===== src/source/sd_line_pkg.sv =====
// Drive state of the CMD pad as seen from the host
// A released line floats to the idle level through the card pull-up
package sd_line_pkg;

  localparam logic CMD_IDLE_LEVEL = 1'b1;

  // oe high means the host drives out onto the pad
  typedef struct packed {
    logic oe;
    logic out;
  } sd_line_t;

endpackage


===== src/source/sd_cmd_pkg.sv =====
// Frame formats and bit counts for the SD bus mode CMD line
// Lengths count every bit on the wire, start and end bits included
package sd_cmd_pkg;

  // Start, direction, index and argument, all under the CRC
  localparam int CMD_CONTENT_BITS = 40;
  localparam int CRC7_BITS = 7;
  localparam int CMD_FRAME_BITS = 48;

  // R1/R3/R6/R7 style responses
  localparam int RSP_SHORT_BITS = 48;
  // R2 with CID or CSD payload
  localparam int RSP_LONG_BITS = 136;
  // Start, direction and reserved bits ahead of the long payload
  localparam int RSP_LONG_HDR_BITS = 8;

  typedef struct packed {
    logic [5:0]  index;
    logic [31:0] arg;
  } sd_cmd_t;

  // Bits are right aligned, start bit through last CRC bit
  typedef struct packed {
    logic [RSP_LONG_BITS-1:0] bits;
    logic                     crc_err;
  } sd_rsp_t;

endpackage

===== src/source/sd_cmd_phy.sv =====
`timescale 1ns/1ps
// CMD channel of an SD host phy in SD bus mode, no data lines
// i_cmd and i_rsp_long must stay stable while i_cmd_en is high
module sd_cmd_phy
  import sd_cmd_pkg::*;
  import sd_line_pkg::*;
#(
  parameter int TURN_CYCLES = 2
) (
  input  logic     i_sd_clk,
  input  logic     rst,
  input  logic     i_cmd_en,
  input  sd_cmd_t  i_cmd,
  input  logic     i_rsp_long,
  output sd_line_t o_cmd_line,
  input  logic     i_sd_cmd,
  output sd_rsp_t  o_rsp,
  output logic     o_rsp_done
);

  logic     tx_start;
  logic     tx_done;
  logic     rx_start;
  logic     rx_done;
  logic     abort;
  sd_line_t tx_line;
  sd_line_t turn_line;

  sd_cmd_ctrl #(
    .TURN_CYCLES (TURN_CYCLES)
  ) ctrl_i (
    .i_sd_clk    (i_sd_clk),
    .rst         (rst),
    .i_cmd_en    (i_cmd_en),
    .i_tx_done   (tx_done),
    .i_rx_done   (rx_done),
    .o_tx_start  (tx_start),
    .o_rx_start  (rx_start),
    .o_abort     (abort),
    .o_turn_line (turn_line),
    .o_rsp_done  (o_rsp_done)
  );

  sd_cmd_tx tx_i (
    .i_sd_clk (i_sd_clk),
    .rst      (rst),
    .i_start  (tx_start),
    .i_abort  (abort),
    .i_cmd    (i_cmd),
    .o_line   (tx_line),
    .o_done   (tx_done)
  );

  sd_rsp_rx rx_i (
    .i_sd_clk (i_sd_clk),
    .rst      (rst),
    .i_start  (rx_start),
    .i_abort  (abort),
    .i_long   (i_rsp_long),
    .i_sd_cmd (i_sd_cmd),
    .o_rsp    (o_rsp),
    .o_done   (rx_done)
  );

  // Transmitter owns the pad only while it is sending
  assign o_cmd_line = tx_line.oe ? tx_line : turn_line;

endmodule


===== src/source/sd_cmd_ctrl.sv =====
`timescale 1ns/1ps
// Sequences one command: send, turnaround, receive, then hold the result
// TURN_CYCLES must be at least 1; a low i_cmd_en aborts from any state
module sd_cmd_ctrl
  import sd_line_pkg::*;
#(
  parameter int TURN_CYCLES = 2
) (
  input  logic     i_sd_clk,
  input  logic     rst,
  input  logic     i_cmd_en,
  input  logic     i_tx_done,
  input  logic     i_rx_done,
  output logic     o_tx_start,
  output logic     o_rx_start,
  output logic     o_abort,
  output sd_line_t o_turn_line,
  output logic     o_rsp_done
);

  localparam int TW = (TURN_CYCLES > 1) ? $clog2(TURN_CYCLES) : 1;
  localparam logic [TW-1:0] TURN_LAST = TW'(TURN_CYCLES - 1);

  typedef enum logic [2:0] {
    ST_IDLE,
    ST_SEND,
    ST_TURN,
    ST_RECV,
    ST_DONE
  } state_t;

  state_t        state_q;
  logic [TW-1:0] turn_q;
  logic          tx_start_q;
  logic          turn_end;

  assign turn_end = (state_q == ST_TURN) && (turn_q == TURN_LAST);

  // One cycle only, the next edge takes the FSM back to idle
  assign o_abort    = !i_cmd_en && (state_q != ST_IDLE);
  assign o_tx_start = tx_start_q;
  // Armed in the last turnaround cycle so the first free cycle is sampled
  assign o_rx_start = turn_end;
  assign o_rsp_done = (state_q == ST_DONE);
  // Released only during turnaround
  assign o_turn_line = '{oe: (state_q != ST_TURN), out: CMD_IDLE_LEVEL};

  always_ff @(posedge i_sd_clk) begin
    if (rst) begin
      state_q    <= ST_IDLE;
      turn_q     <= '0;
      tx_start_q <= 1'b0;
    end else begin
      tx_start_q <= 1'b0;
      if (!i_cmd_en) begin
        state_q <= ST_IDLE;
      end else begin
        case (state_q)
          ST_IDLE: begin
            state_q    <= ST_SEND;
            tx_start_q <= 1'b1;
          end
          ST_SEND: begin
            if (i_tx_done) begin
              state_q <= ST_TURN;
              turn_q  <= '0;
            end
          end
          ST_TURN: begin
            if (turn_end) begin
              state_q <= ST_RECV;
            end else begin
              turn_q <= turn_q + 1'b1;
            end
          end
          ST_RECV: begin
            if (i_rx_done) begin
              state_q <= ST_DONE;
            end
          end
          ST_DONE: begin
            // Result held until the host drops the enable
            state_q <= ST_DONE;
          end
          default: begin
            state_q <= ST_IDLE;
          end
        endcase
      end
    end
  end

endmodule


===== src/source/sd_rsp_rx.sv =====
`timescale 1ns/1ps
// Waits for the card start bit, then captures a short or long response
// No timeout while hunting; i_long must hold from i_start to o_done
module sd_rsp_rx
  import sd_cmd_pkg::*;
  import sd_line_pkg::*;
(
  input  logic    i_sd_clk,
  input  logic    rst,
  input  logic    i_start,
  input  logic    i_abort,
  input  logic    i_long,
  input  logic    i_sd_cmd,
  output sd_rsp_t o_rsp,
  output logic    o_done
);

  localparam int CNT_W = $clog2(RSP_LONG_BITS);

  typedef enum logic [1:0] {
    RX_IDLE,
    RX_HUNT,
    RX_CAPT
  } rx_state_t;

  rx_state_t                state_q;
  // Index of the bit sampled on the coming edge while capturing
  logic [CNT_W-1:0]         idx_q;
  logic [CNT_W-1:0]         idx;
  logic [CNT_W-1:0]         cap_last;
  logic [CNT_W-1:0]         crc_first;
  logic [CNT_W-1:0]         hdr_len;
  logic [RSP_LONG_BITS-1:0] bits_q;
  logic                     crc_err_q;
  logic                     done_q;
  logic                     sampling;
  logic                     crc_en;
  logic [CRC7_BITS-1:0]     crc;
  logic [CRC7_BITS-1:0]     rx_crc;

  // End bit is never sampled, so the last index is two below the length
  assign cap_last  = i_long ? CNT_W'(RSP_LONG_BITS - 2) : CNT_W'(RSP_SHORT_BITS - 2);
  assign crc_first = i_long ? CNT_W'(RSP_LONG_BITS - 1 - CRC7_BITS) :
                              CNT_W'(RSP_SHORT_BITS - 1 - CRC7_BITS);
  assign hdr_len   = i_long ? CNT_W'(RSP_LONG_HDR_BITS) : '0;

  assign sampling = ((state_q == RX_HUNT) && (i_sd_cmd != CMD_IDLE_LEVEL)) ||
                    (state_q == RX_CAPT);
  assign idx      = (state_q == RX_CAPT) ? idx_q : '0;
  assign crc_en   = sampling && (idx >= hdr_len) && (idx < crc_first);
  // Received CRC field, completed by the bit on the line now
  assign rx_crc   = {bits_q[CRC7_BITS-2:0], i_sd_cmd};

  sd_crc7 crc_i (
    .i_sd_clk (i_sd_clk),
    .rst      (rst),
    .i_clear  (i_start),
    .i_en     (crc_en),
    .i_bit    (i_sd_cmd),
    .o_crc    (crc)
  );

  always_ff @(posedge i_sd_clk) begin
    if (rst) begin
      state_q   <= RX_IDLE;
      idx_q     <= '0;
      crc_err_q <= 1'b0;
      done_q    <= 1'b0;
    end else begin
      done_q <= 1'b0;
      if (i_abort) begin
        state_q <= RX_IDLE;
      end else begin
        case (state_q)
          RX_IDLE: begin
            if (i_start) begin
              state_q   <= RX_HUNT;
              crc_err_q <= 1'b0;
            end
          end
          RX_HUNT: begin
            // Start bit sits at index 0
            if (sampling) begin
              state_q <= RX_CAPT;
              idx_q   <= CNT_W'(1);
            end
          end
          RX_CAPT: begin
            idx_q <= idx_q + 1'b1;
            if (idx_q == cap_last) begin
              state_q   <= RX_IDLE;
              crc_err_q <= (rx_crc != crc);
              done_q    <= 1'b1;
            end
          end
          default: begin
            state_q <= RX_IDLE;
          end
        endcase
      end
    end
  end

  // Upper bits stay zero for a short response
  always_ff @(posedge i_sd_clk) begin
    if (i_start) begin
      bits_q <= '0;
    end else if (sampling) begin
      bits_q <= {bits_q[RSP_LONG_BITS-2:0], i_sd_cmd};
    end
  end

  assign o_rsp  = '{bits: bits_q, crc_err: crc_err_q};
  assign o_done = done_q;

endmodule


===== src/source/sd_cmd_tx.sv =====
`timescale 1ns/1ps
// Shifts one 48-bit command frame onto the CMD line, MSB first
// i_cmd is taken on the i_start edge only
module sd_cmd_tx
  import sd_cmd_pkg::*;
  import sd_line_pkg::*;
(
  input  logic     i_sd_clk,
  input  logic     rst,
  input  logic     i_start,
  input  logic     i_abort,
  input  sd_cmd_t  i_cmd,
  output sd_line_t o_line,
  output logic     o_done
);

  localparam int CNT_W = $clog2(CMD_FRAME_BITS);
  localparam logic [CNT_W-1:0] LAST_CONTENT = CNT_W'(CMD_CONTENT_BITS - 1);
  localparam logic [CNT_W-1:0] FIRST_CRC = CNT_W'(CMD_CONTENT_BITS);
  localparam logic [CNT_W-1:0] LAST_BIT = CNT_W'(CMD_FRAME_BITS - 1);

  logic                        active_q;
  // Index of the frame bit now on the line
  logic [CNT_W-1:0]            bit_q;
  logic [CNT_W-1:0]            bit_next;
  logic [CMD_CONTENT_BITS-1:0] shift_q;
  sd_line_t                    line_q;
  logic                        done_q;
  logic [CRC7_BITS-1:0]        crc;
  logic                        crc_en;

  assign bit_next = bit_q + 1'b1;
  // Each content bit is folded as it leaves the shift register
  assign crc_en = active_q && (bit_next <= LAST_CONTENT);

  // Start bit is 0, so the cleared register already accounts for it
  sd_crc7 crc_i (
    .i_sd_clk (i_sd_clk),
    .rst      (rst),
    .i_clear  (i_start),
    .i_en     (crc_en),
    .i_bit    (shift_q[CMD_CONTENT_BITS-1]),
    .o_crc    (crc)
  );

  always_ff @(posedge i_sd_clk) begin
    if (rst) begin
      active_q <= 1'b0;
      bit_q    <= '0;
      line_q   <= '{oe: 1'b0, out: CMD_IDLE_LEVEL};
      done_q   <= 1'b0;
    end else begin
      done_q <= 1'b0;
      if (i_abort) begin
        active_q <= 1'b0;
        line_q   <= '{oe: 1'b0, out: CMD_IDLE_LEVEL};
      end else if (i_start) begin
        active_q <= 1'b1;
        bit_q    <= '0;
        line_q   <= '{oe: 1'b1, out: 1'b0};
      end else if (active_q) begin
        if (bit_q == LAST_BIT) begin
          // End bit has had its cycle, let go of the pad
          active_q <= 1'b0;
          line_q   <= '{oe: 1'b0, out: CMD_IDLE_LEVEL};
        end else begin
          bit_q      <= bit_next;
          line_q.out <= (bit_next == FIRST_CRC) ? crc[CRC7_BITS-1] :
                        shift_q[CMD_CONTENT_BITS-1];
          done_q     <= (bit_next == LAST_BIT);
        end
      end
    end
  end

  always_ff @(posedge i_sd_clk) begin
    if (i_start) begin
      // Direction, index, argument left after the start bit
      shift_q <= {1'b1, i_cmd.index, i_cmd.arg, 1'b0};
    end else if (active_q && (bit_next == FIRST_CRC)) begin
      // Remaining CRC bits followed by the end bit
      shift_q <= {crc[CRC7_BITS-2:0], 1'b1, {(CMD_CONTENT_BITS - CRC7_BITS){1'b0}}};
    end else if (active_q) begin
      shift_q <= {shift_q[CMD_CONTENT_BITS-2:0], 1'b0};
    end
  end

  assign o_line = line_q;
  assign o_done = done_q;

endmodule


===== src/source/sd_crc7.sv =====
`timescale 1ns/1ps
// Serial CRC7, polynomial x^7 + x^3 + 1, one bit per enabled clock
// i_clear wins over i_en on the same edge
module sd_crc7
  import sd_cmd_pkg::*;
(
  input  logic                 i_sd_clk,
  input  logic                 rst,
  input  logic                 i_clear,
  input  logic                 i_en,
  input  logic                 i_bit,
  output logic [CRC7_BITS-1:0] o_crc
);

  logic [CRC7_BITS-1:0] crc_q;
  logic                 fb;

  assign fb = crc_q[CRC7_BITS-1] ^ i_bit;

  always_ff @(posedge i_sd_clk) begin
    if (rst || i_clear) begin
      crc_q <= '0;
    end else if (i_en) begin
      // Feedback into x^3 and x^0
      crc_q <= {crc_q[5:3], crc_q[2] ^ fb, crc_q[1:0], fb};
    end
  end

  assign o_crc = crc_q;

endmodule


===== config.mk =====
export PLATFORM = sky130hd
export DESIGN_NAME = sd_cmd_phy
export DESIGN_NICKNAME = d
export VERILOG_FILES = /design/src/source/sd_line_pkg.sv /design/src/source/sd_cmd_pkg.sv /design/src/source/sd_cmd_phy.sv /design/src/source/sd_cmd_ctrl.sv /design/src/source/sd_rsp_rx.sv /design/src/source/sd_cmd_tx.sv /design/src/source/sd_crc7.sv
export SDC_FILE = /design/constraint.sdc
export NUM_CORES = 1
export LEC_CHECK = 0
export BUFFER_PORTS_ARGS = -buffer_cell sky130_fd_sc_hd__buf_4
export CORE_MARGIN = 2
export CORE_UTILIZATION = 54
export DETAILED_ROUTE_END_ITERATION = 10
export GPL_TIMING_DRIVEN = 0
export PLACE_DENSITY_LB_ADDON = 0.05
export SYNTH_ARGS = -nofsm -noshare
export SYNTH_HDL_FRONTEND = slang
export SYNTH_SLANG_ARGS = --single-unit

===== constraint.sdc =====
create_clock -name i_sd_clk -period 2.8 [get_ports i_sd_clk]
set_clock_uncertainty 0.1 [all_clocks]
set_input_delay 0.42 -clock i_sd_clk [delete_from_list [all_inputs] [get_ports i_sd_clk]]
set_output_delay 0.42 -clock i_sd_clk [all_outputs]
set_load 0.05 [all_outputs]

==> results.md, run 1 <==
- Tmin final: 2615 ps
- Busiest layer in global routing: met2
- I/O pin cnt: 183
- Vias per Instance: about 5.1
- Max Slew Vio Count: 0
- Met3 usage: 0.06067
- Sequential area share after synthesis: 0.5442
- Period utilization: 0.9338
- Final net count: between 1,000 and 1,500
- Synth async-reset ratio: 0
- TritonCTS Buffers: 23
- RSZ-0062 raised after global routing: no
- N_diodes: 0
- Final setup violation count: 0
- Port bufs: 179
- Dominant synthesized flop cell: dfxtp_1
- Layout area overhead: 27.57%
- Core Footprint: 15,770 sq um
- Kind of critical path: flip-flop to flip-flop
- Clk Latency, worst-skew pair: 500 ps
- H-tree depth: 1
- Placer Congestion: 0.7913
- Vias: between 7,000 and 8,000
- Row count: 46
- Setup tns final: 0 ps
- TritonCTS clock tree: done
- Hold Buf Count CTS: 0
- Die area: approximately 17,000 sq um
- Die W: 130.5 um
- # DRC: 0
- Worst vdd ir: 0.0004222 V
- Gr usage total: 0.2240
- CTS root buf: clkbuf_16
- Synth cell types: 51
- Syn avg cell area: between 8 and 9 sq um
- Clock sink total: roughly 220
- Die Y: 130.5 um
- Mapped Area: 8645 sq um
- Synth top area cells: dfxtp_1, nand2_1, edfxtp_1, a21oi_1, o21ai_0
- Clk pin slew, worst setup/hold paths: 60 ps
- Layout cells sized above 1: 0.1891
- Initial DRC Count: 415
- Leakage: 4.412 nW
- Final Hold Fails: 0
- Initial antenna violation count: 0
- Crit end category: flip-flop
- Critical path fanouts, max: 10
- Post-synth EDFFs: 38
- Drt pass-1 iters: 5
- Final Total Pwr: around 6.5 mW
- Fill cells: between 1,000 and 1,500
- Worst hold path class: input pin to flip-flop
- Synth area leader: dfxtp_1
- Initial Utilization: 0.5482
- Max_cap viols: 0
- F_max: around 380 MHz
- Outcome: finished, final reports clean
- Detailed Route WL: 20,330 um
- Synthesis warning total: 0
- Global-route wire length before repair: 31,370 um
- Measured slew at the worst slew-check pin: 874.8 ps
- Post-synthesis register bit count: approximately 220
- P per Cell Area: 593.1 nW/um^2
- Max clock buf depth: 3
- Worst Setup Start Kind: flip-flop
- Cts repair resizes: 0
- Vias in the first global route: around 6,500
- Top cell type's share of synthesized area: 0.4122
- Setup bufs post-CTS: 0
- DRT antenna net count: 0
- WL/cell: 13.84 um
- Largest net degree at the start of global routing: 39
- Critical Path AT: just under 3000 ps
- Met2 usage: 0.3508
- Post-synthesis net count: 1,082
- Data required, critical path: 3080 ps
- Met1 usage in global routing: 0.3105
- Post-DP HPWL: 13,990 um
- Congestion Overflow GR: 0
- Relative slew slack: 0.4168
- Post-Syn Instances: 1,032
[cell usage after synthesis (3+ instances only)]
cell type	n
dfxtp_1	178
buf_2	11
nor3_1	11
xnor2_1	16
nor4_1	4
clkbuf_1	57
nand3b_1	4
nor2_1	31
nand3_1	5
inv_1	11
ha_1	7
mux2i_1	22
edfxtp_1	38
nor4bb_1	3
nand2_1	361
nand2b_1	7
a21oi_1	151
o21a_1	3
o21ai_0	49
or2_2	5
xor2_1	4
buf_1	5
nand4_1	3
a211oi_1	6
and3_1	4
a31oi_1	5
[per-layer routing]
layer,wire length (um),up-vias
met2,9186,199
li1,-,3855
met5,0,-
met1,9148,3463
met4,370,0
met3,1627,23
[cell usage in the layout, fill, tap and decap left out, types with 3 or more instances in the layout]
master	instances
nand2_1	361
buf_4	181
dfxtp_1	178
a21oi_1	151
clkbuf_1	62
o21ai_0	49
edfxtp_1	38
nor2_1	31
clkbuf_16	23
mux2i_1	22
xnor2_1	16
inv_1	11
buf_2	11
nor3_1	11
nand2b_1	7
ha_1	7
a211oi_1	6
or2_2	5
nand3_1	5
a31oi_1	5
buf_1	5
and3_1	4
nand3b_1	4
nor4_1	4
xor2_1	4
clkinv_2	4
nor4bb_1	3
o21a_1	3
nand4_1	3
bufinv_16	3
[worst max-delay path, stage by stage (launching register included)]
cell,delay [ps]
dfxtp_1,330
and2b_1,170
buf_2,180
and2_1,170
ha_1,310
o21ai_0,90
o32ai_1,130
a2111oi_4,690
mux2i_1,260
nor2_1,50
[report_power, final]
part | switching (mW) | total, mW | internal, mW
Clock | 1.22 | 3.07 | 1.85
Combinational | 0.125 | 0.215 | 0.0900
Sequential | 0.0187 | 3.25 | 3.23
Total | 1.37 | 6.54 | 5.17
[state kept, by name, indices dropped and copies added, names as in the netlist, 2 cells and up]
signal / count
tx_i.o_line: 2
rx_i.state_q: 2
rx_i.crc_i.o_crc: 7
ctrl_i.state_q: 3
rx_i.idx_q: 8
tx_i.bit_q: 6
rx_i.bits_q: 136
tx_i.shift_q: 39
tx_i.crc_i.o_crc: 7
[final cells by class]
cell class | count | area (sq um) | area share
clock buffer | 30 | 621.8 | 0.05639
tap | 216 | 270.3 | 0.02451
inverter | 11 | 41.29 | 0.003744
buffer | 75 | 302.8 | 0.02746
sequential | 216 | 4705 | 0.4266
clock inverter | 12 | 147.6 | 0.01339
timing repair buffer | 179 | 1344 | 0.1219
multi-input combinational | 730 | 3596 | 0.3261
[stage by stage]
| step | std cells | cell area (sq um) | hold WS, ps | util | setup slack, ps |
|---|---|---|---|---|---|
| after floorplan | 1032 | 8645 | 354.6 | - | 468.5 |
| after global placement | 1427 | 10260 | 338.9 | 0.6505 | 221.2 |
| after detailed placement | 1427 | 10260 | 350.8 | 0.6505 | 219.3 |
| after CTS | 1469 | 11030 | 84.57 | 0.6993 | 203.0 |
| after global routing | 1469 | 11030 | 90.04 | 0.6993 | 25.31 |
| final | 1469 | 11030 | 95.80 | 0.6993 | 185.5 |
[final timing paths]
| kind | startpoint | endpoint | slack, ps | depth (start not counted) |
|---|---|---|---|---|
| min reg2reg | rx_i.bits_q[135] | rx_i.bits_q[135] | 360 | 2 |
| max reg2reg | rx_i.state_q[0] | rx_i.crc_i.o_crc[5] | 190 | 9 |
| max | rx_i.state_q[0] | rx_i.crc_i.o_crc[5] | 190 | 9 |
| min | i_cmd[16] | tx_i.shift_q[17] | 100 | 3 |
[cells by family (layout without fill, tap and decap cells)]
logic type	count (synthesis)	in the layout	synth area share
simple gates	449	449	0.2133
compound gates	231	231	0.1455
flops	216	216	0.5442
buf+inv	86	307	0.03980
mux	23	23	0.02678
xor+xnor	20	20	0.02026
fa+ha+maj	7	7	0.01013
(Power assumes the default switching activity.)
==> run 2: changes to the inputs <==
--- a/config.mk
+++ b/config.mk
@@ -6,7 +6,6 @@
 export NUM_CORES = 1
 export LEC_CHECK = 0
 export BUFFER_PORTS_ARGS = -buffer_cell sky130_fd_sc_hd__buf_4
-export CORE_MARGIN = 2
 export CORE_UTILIZATION = 54
 export DETAILED_ROUTE_END_ITERATION = 10
 export GPL_TIMING_DRIVEN = 0
==> results.md, run 2 (synthesized netlist as in run 1, its figures left out) <==
- Initial antenna violation count: 0
- Relative slew slack: 0.4201
- Setup tns final: 0 ps
- N_diodes: 0
- Top reg by flops: rx_i.bits_q
- Gr usage total: 0.2431
- Crit end category: flip-flop
- Die W: about 130 um
- Placed Area: slightly above 10,000 sq um
- Row count: 45
- Vias per Instance: 5.156
- CP max-delay cell: dfxtp_1
- Initial Utilization: 0.5603
- Most common cell after layout, fill and taps aside: nand2_1
- Core Footprint: 15,430 sq um
- Worst hold start: i_cmd[33]
- Regs by FF count: rx_i.bits_q: 136 flops, tx_i.shift_q: 39 flops, rx_i.idx_q: 8 flops
- P per Cell Area: 584.7 nW/um^2
- Critical Path AT: about 2700 ps
- Final Hold Fails: 0
- Final net count: ~1,300
- DRT antenna net count: 0
- Hold Crit Endpoint: tx_i.shift_q[34]
- R2r startpoint: tx_i.bit_q[0]
- Crit path top cell by count: clkbuf_1
- Drt pass-1 iters: 5
- Placer Congestion: ~0.84
- Congestion Overflow GR: 0
- Vias: between 7,000 and 8,000
- Clock sink total: 216
- F_max: a little under 400 MHz
- Outcome: finished, final reports clean
- Worst vdd ir: 0.0003984 V
- Layout cells sized above 1: 0.1904
- Worst r2r dst: tx_i.shift_q[26]
- Port bufs: 179
- Max_cap viols: 0
- Worst hold path class: input pin to flip-flop
- Cts repair resizes: 0
- Final instance area: roughly 11,000 sq um
- Critical-path cell list: ha_1 > clkbuf_1 > and3_1 > nand3_1 > clkbuf_1 > nand2_1 > o21ai_0
- Clk Latency, worst-skew pair: 500 ps
- Multi-input logic area: around 3600 sq um
- Post-DP HPWL: 14,160 um
- Leakage: 4.423 nW
- Die area: 16,520 sq um
- Measured slew at the worst slew-check pin: 869.9 ps
- Largest net degree at the start of global routing: 39
- Period utilization: 0.9230
- Data required, critical path: ~3000 ps
- Die Y: 128.5 um
- WL/cell: 13.93 um
- Layout area overhead: 27.53%
- Hold Path Depth: 3
- Final setup violation count: 0
- TritonCTS clock tree: done
- Detailed Route WL: 20,420 um
- Max Slew Vio Count: 0
- Register-to-Register Path Depth: 7
- Clk pin slew, worst setup/hold paths: about 60 ps
- Fill cells: 1,272
- Vias in the first global route: ~6,800
- H-tree depth: 1
- Worst Setup Start Kind: flip-flop
- Tmin final: roughly 2600 ps
- Reg2reg setup slack: 220 ps
- Sequential Area: around 4700 sq um
- I/O pin cnt: 183
- Kind of critical path: flip-flop to flip-flop
- Initial DRC Count: roughly 470
- Max clock buf depth: 3
- Max incr delay on CP: between 400 and 500 ps
- Critical path fanouts, max: 10
- TritonCTS Buffers: 23
- Max reg flops: 136
- CTS root buf: clkbuf_16
- Most frequent cells in the layout: nand2_1, buf_4, dfxtp_1, a21oi_1, clkbuf_1
- RSZ-0062 raised after global routing: no
- # DRC: 0
- Global-route wire length before repair: 32,850 um
-- run 2: cell types whose count changed in the layout (fill, tap and decap cells not counted), sizes merged --
cell,previous run,this run
buf,197,199
bufinv,3,0
clkbuf,87,93
clkinv,6,4
clkinvlp,1,0
-- run 2: repair_timing --
action / in CTS / in global routing
endpoints found under the setup margin: 0 / 6
hold buffers: 0 / 0
buffers inserted: 0 / 2
-- run 2: where the power goes --
group	switching, mW	internal [mW]	total, mW
registers	0.0185	3.23	3.25
logic	0.126	0.0901	0.217
clock network	1.21	1.77	2.98
-- run 2: worst max path at each step --
stage | endpoint | startpoint | slack [ps]
after CTS | rx_i.crc_i.o_crc[5] | rx_i.state_q[0] | 160
after global placement | rx_i.crc_i.o_crc[5] | rx_i.state_q[0] | 240
after floorplan | rx_i.crc_i.o_crc[1] | rx_i.state_q[0] | 470
final | tx_i.shift_q[26] | tx_i.bit_q[0] | 220
after detailed placement | rx_i.crc_i.o_crc[1] | rx_i.state_q[0] | 200
after global routing | tx_i.shift_q[31] | tx_i.bit_q[1] | 40
-- run 2: critical path: cells and delay by family (launching register included) --
| family | cells | cell delay [ps] |
|---|---|---|
| AOI/OAI and AO/OA | 1 | 90 |
| buffers and inverters | 2 | 670 |
| adders and majority gates | 1 | 190 |
| DFF | 1 | 430 |
| and+or+nand+nor | 3 | 830 |
-- run 2: final cells by class --
type | count | area share
inverters | 11 | 0.003745
multi-input cells | 730 | 0.3262
plain buffers | 75 | 0.02747
repair buffers | 181 | 0.1233
clock inverters | 6 | 0.003632
clock buffers | 36 | 0.06503
well taps | 211 | 0.02395
flip-flops and latches | 216 | 0.4267
-- run 2: metrics by stage --
step / hold WS, ps / instances / power, mW / util / setup slack (ps)
final: 95.08 / 1466 / 6.446 / 0.7146 / 215.5
after detailed placement: 355.3 / 1422 / 3.536 / 0.6646 / 202.0
after global placement: 340.3 / 1422 / 3.530 / 0.6646 / 240.5
after global routing: 93.90 / 1466 / 6.664 / 0.7146 / 43.91
after CTS: 81.44 / 1464 / 6.494 / 0.7136 / 161.6
after floorplan: 354.6 / 1032 / 3.444 / - / 468.5
-- run 2: layer usage --
| metal | vias up | track usage | wire, um |
|---|---|---|---|
| met1 | 3473 | 0.3274 | 9241 |
| met2 | 203 | 0.3905 | 9303 |
| met3 | 23 | 0.06320 | 1600 |
| li1 | 3859 | - | - |
| met4 | 0 | 0.06090 | 279 |
| met5 | - | 0 | 0 |
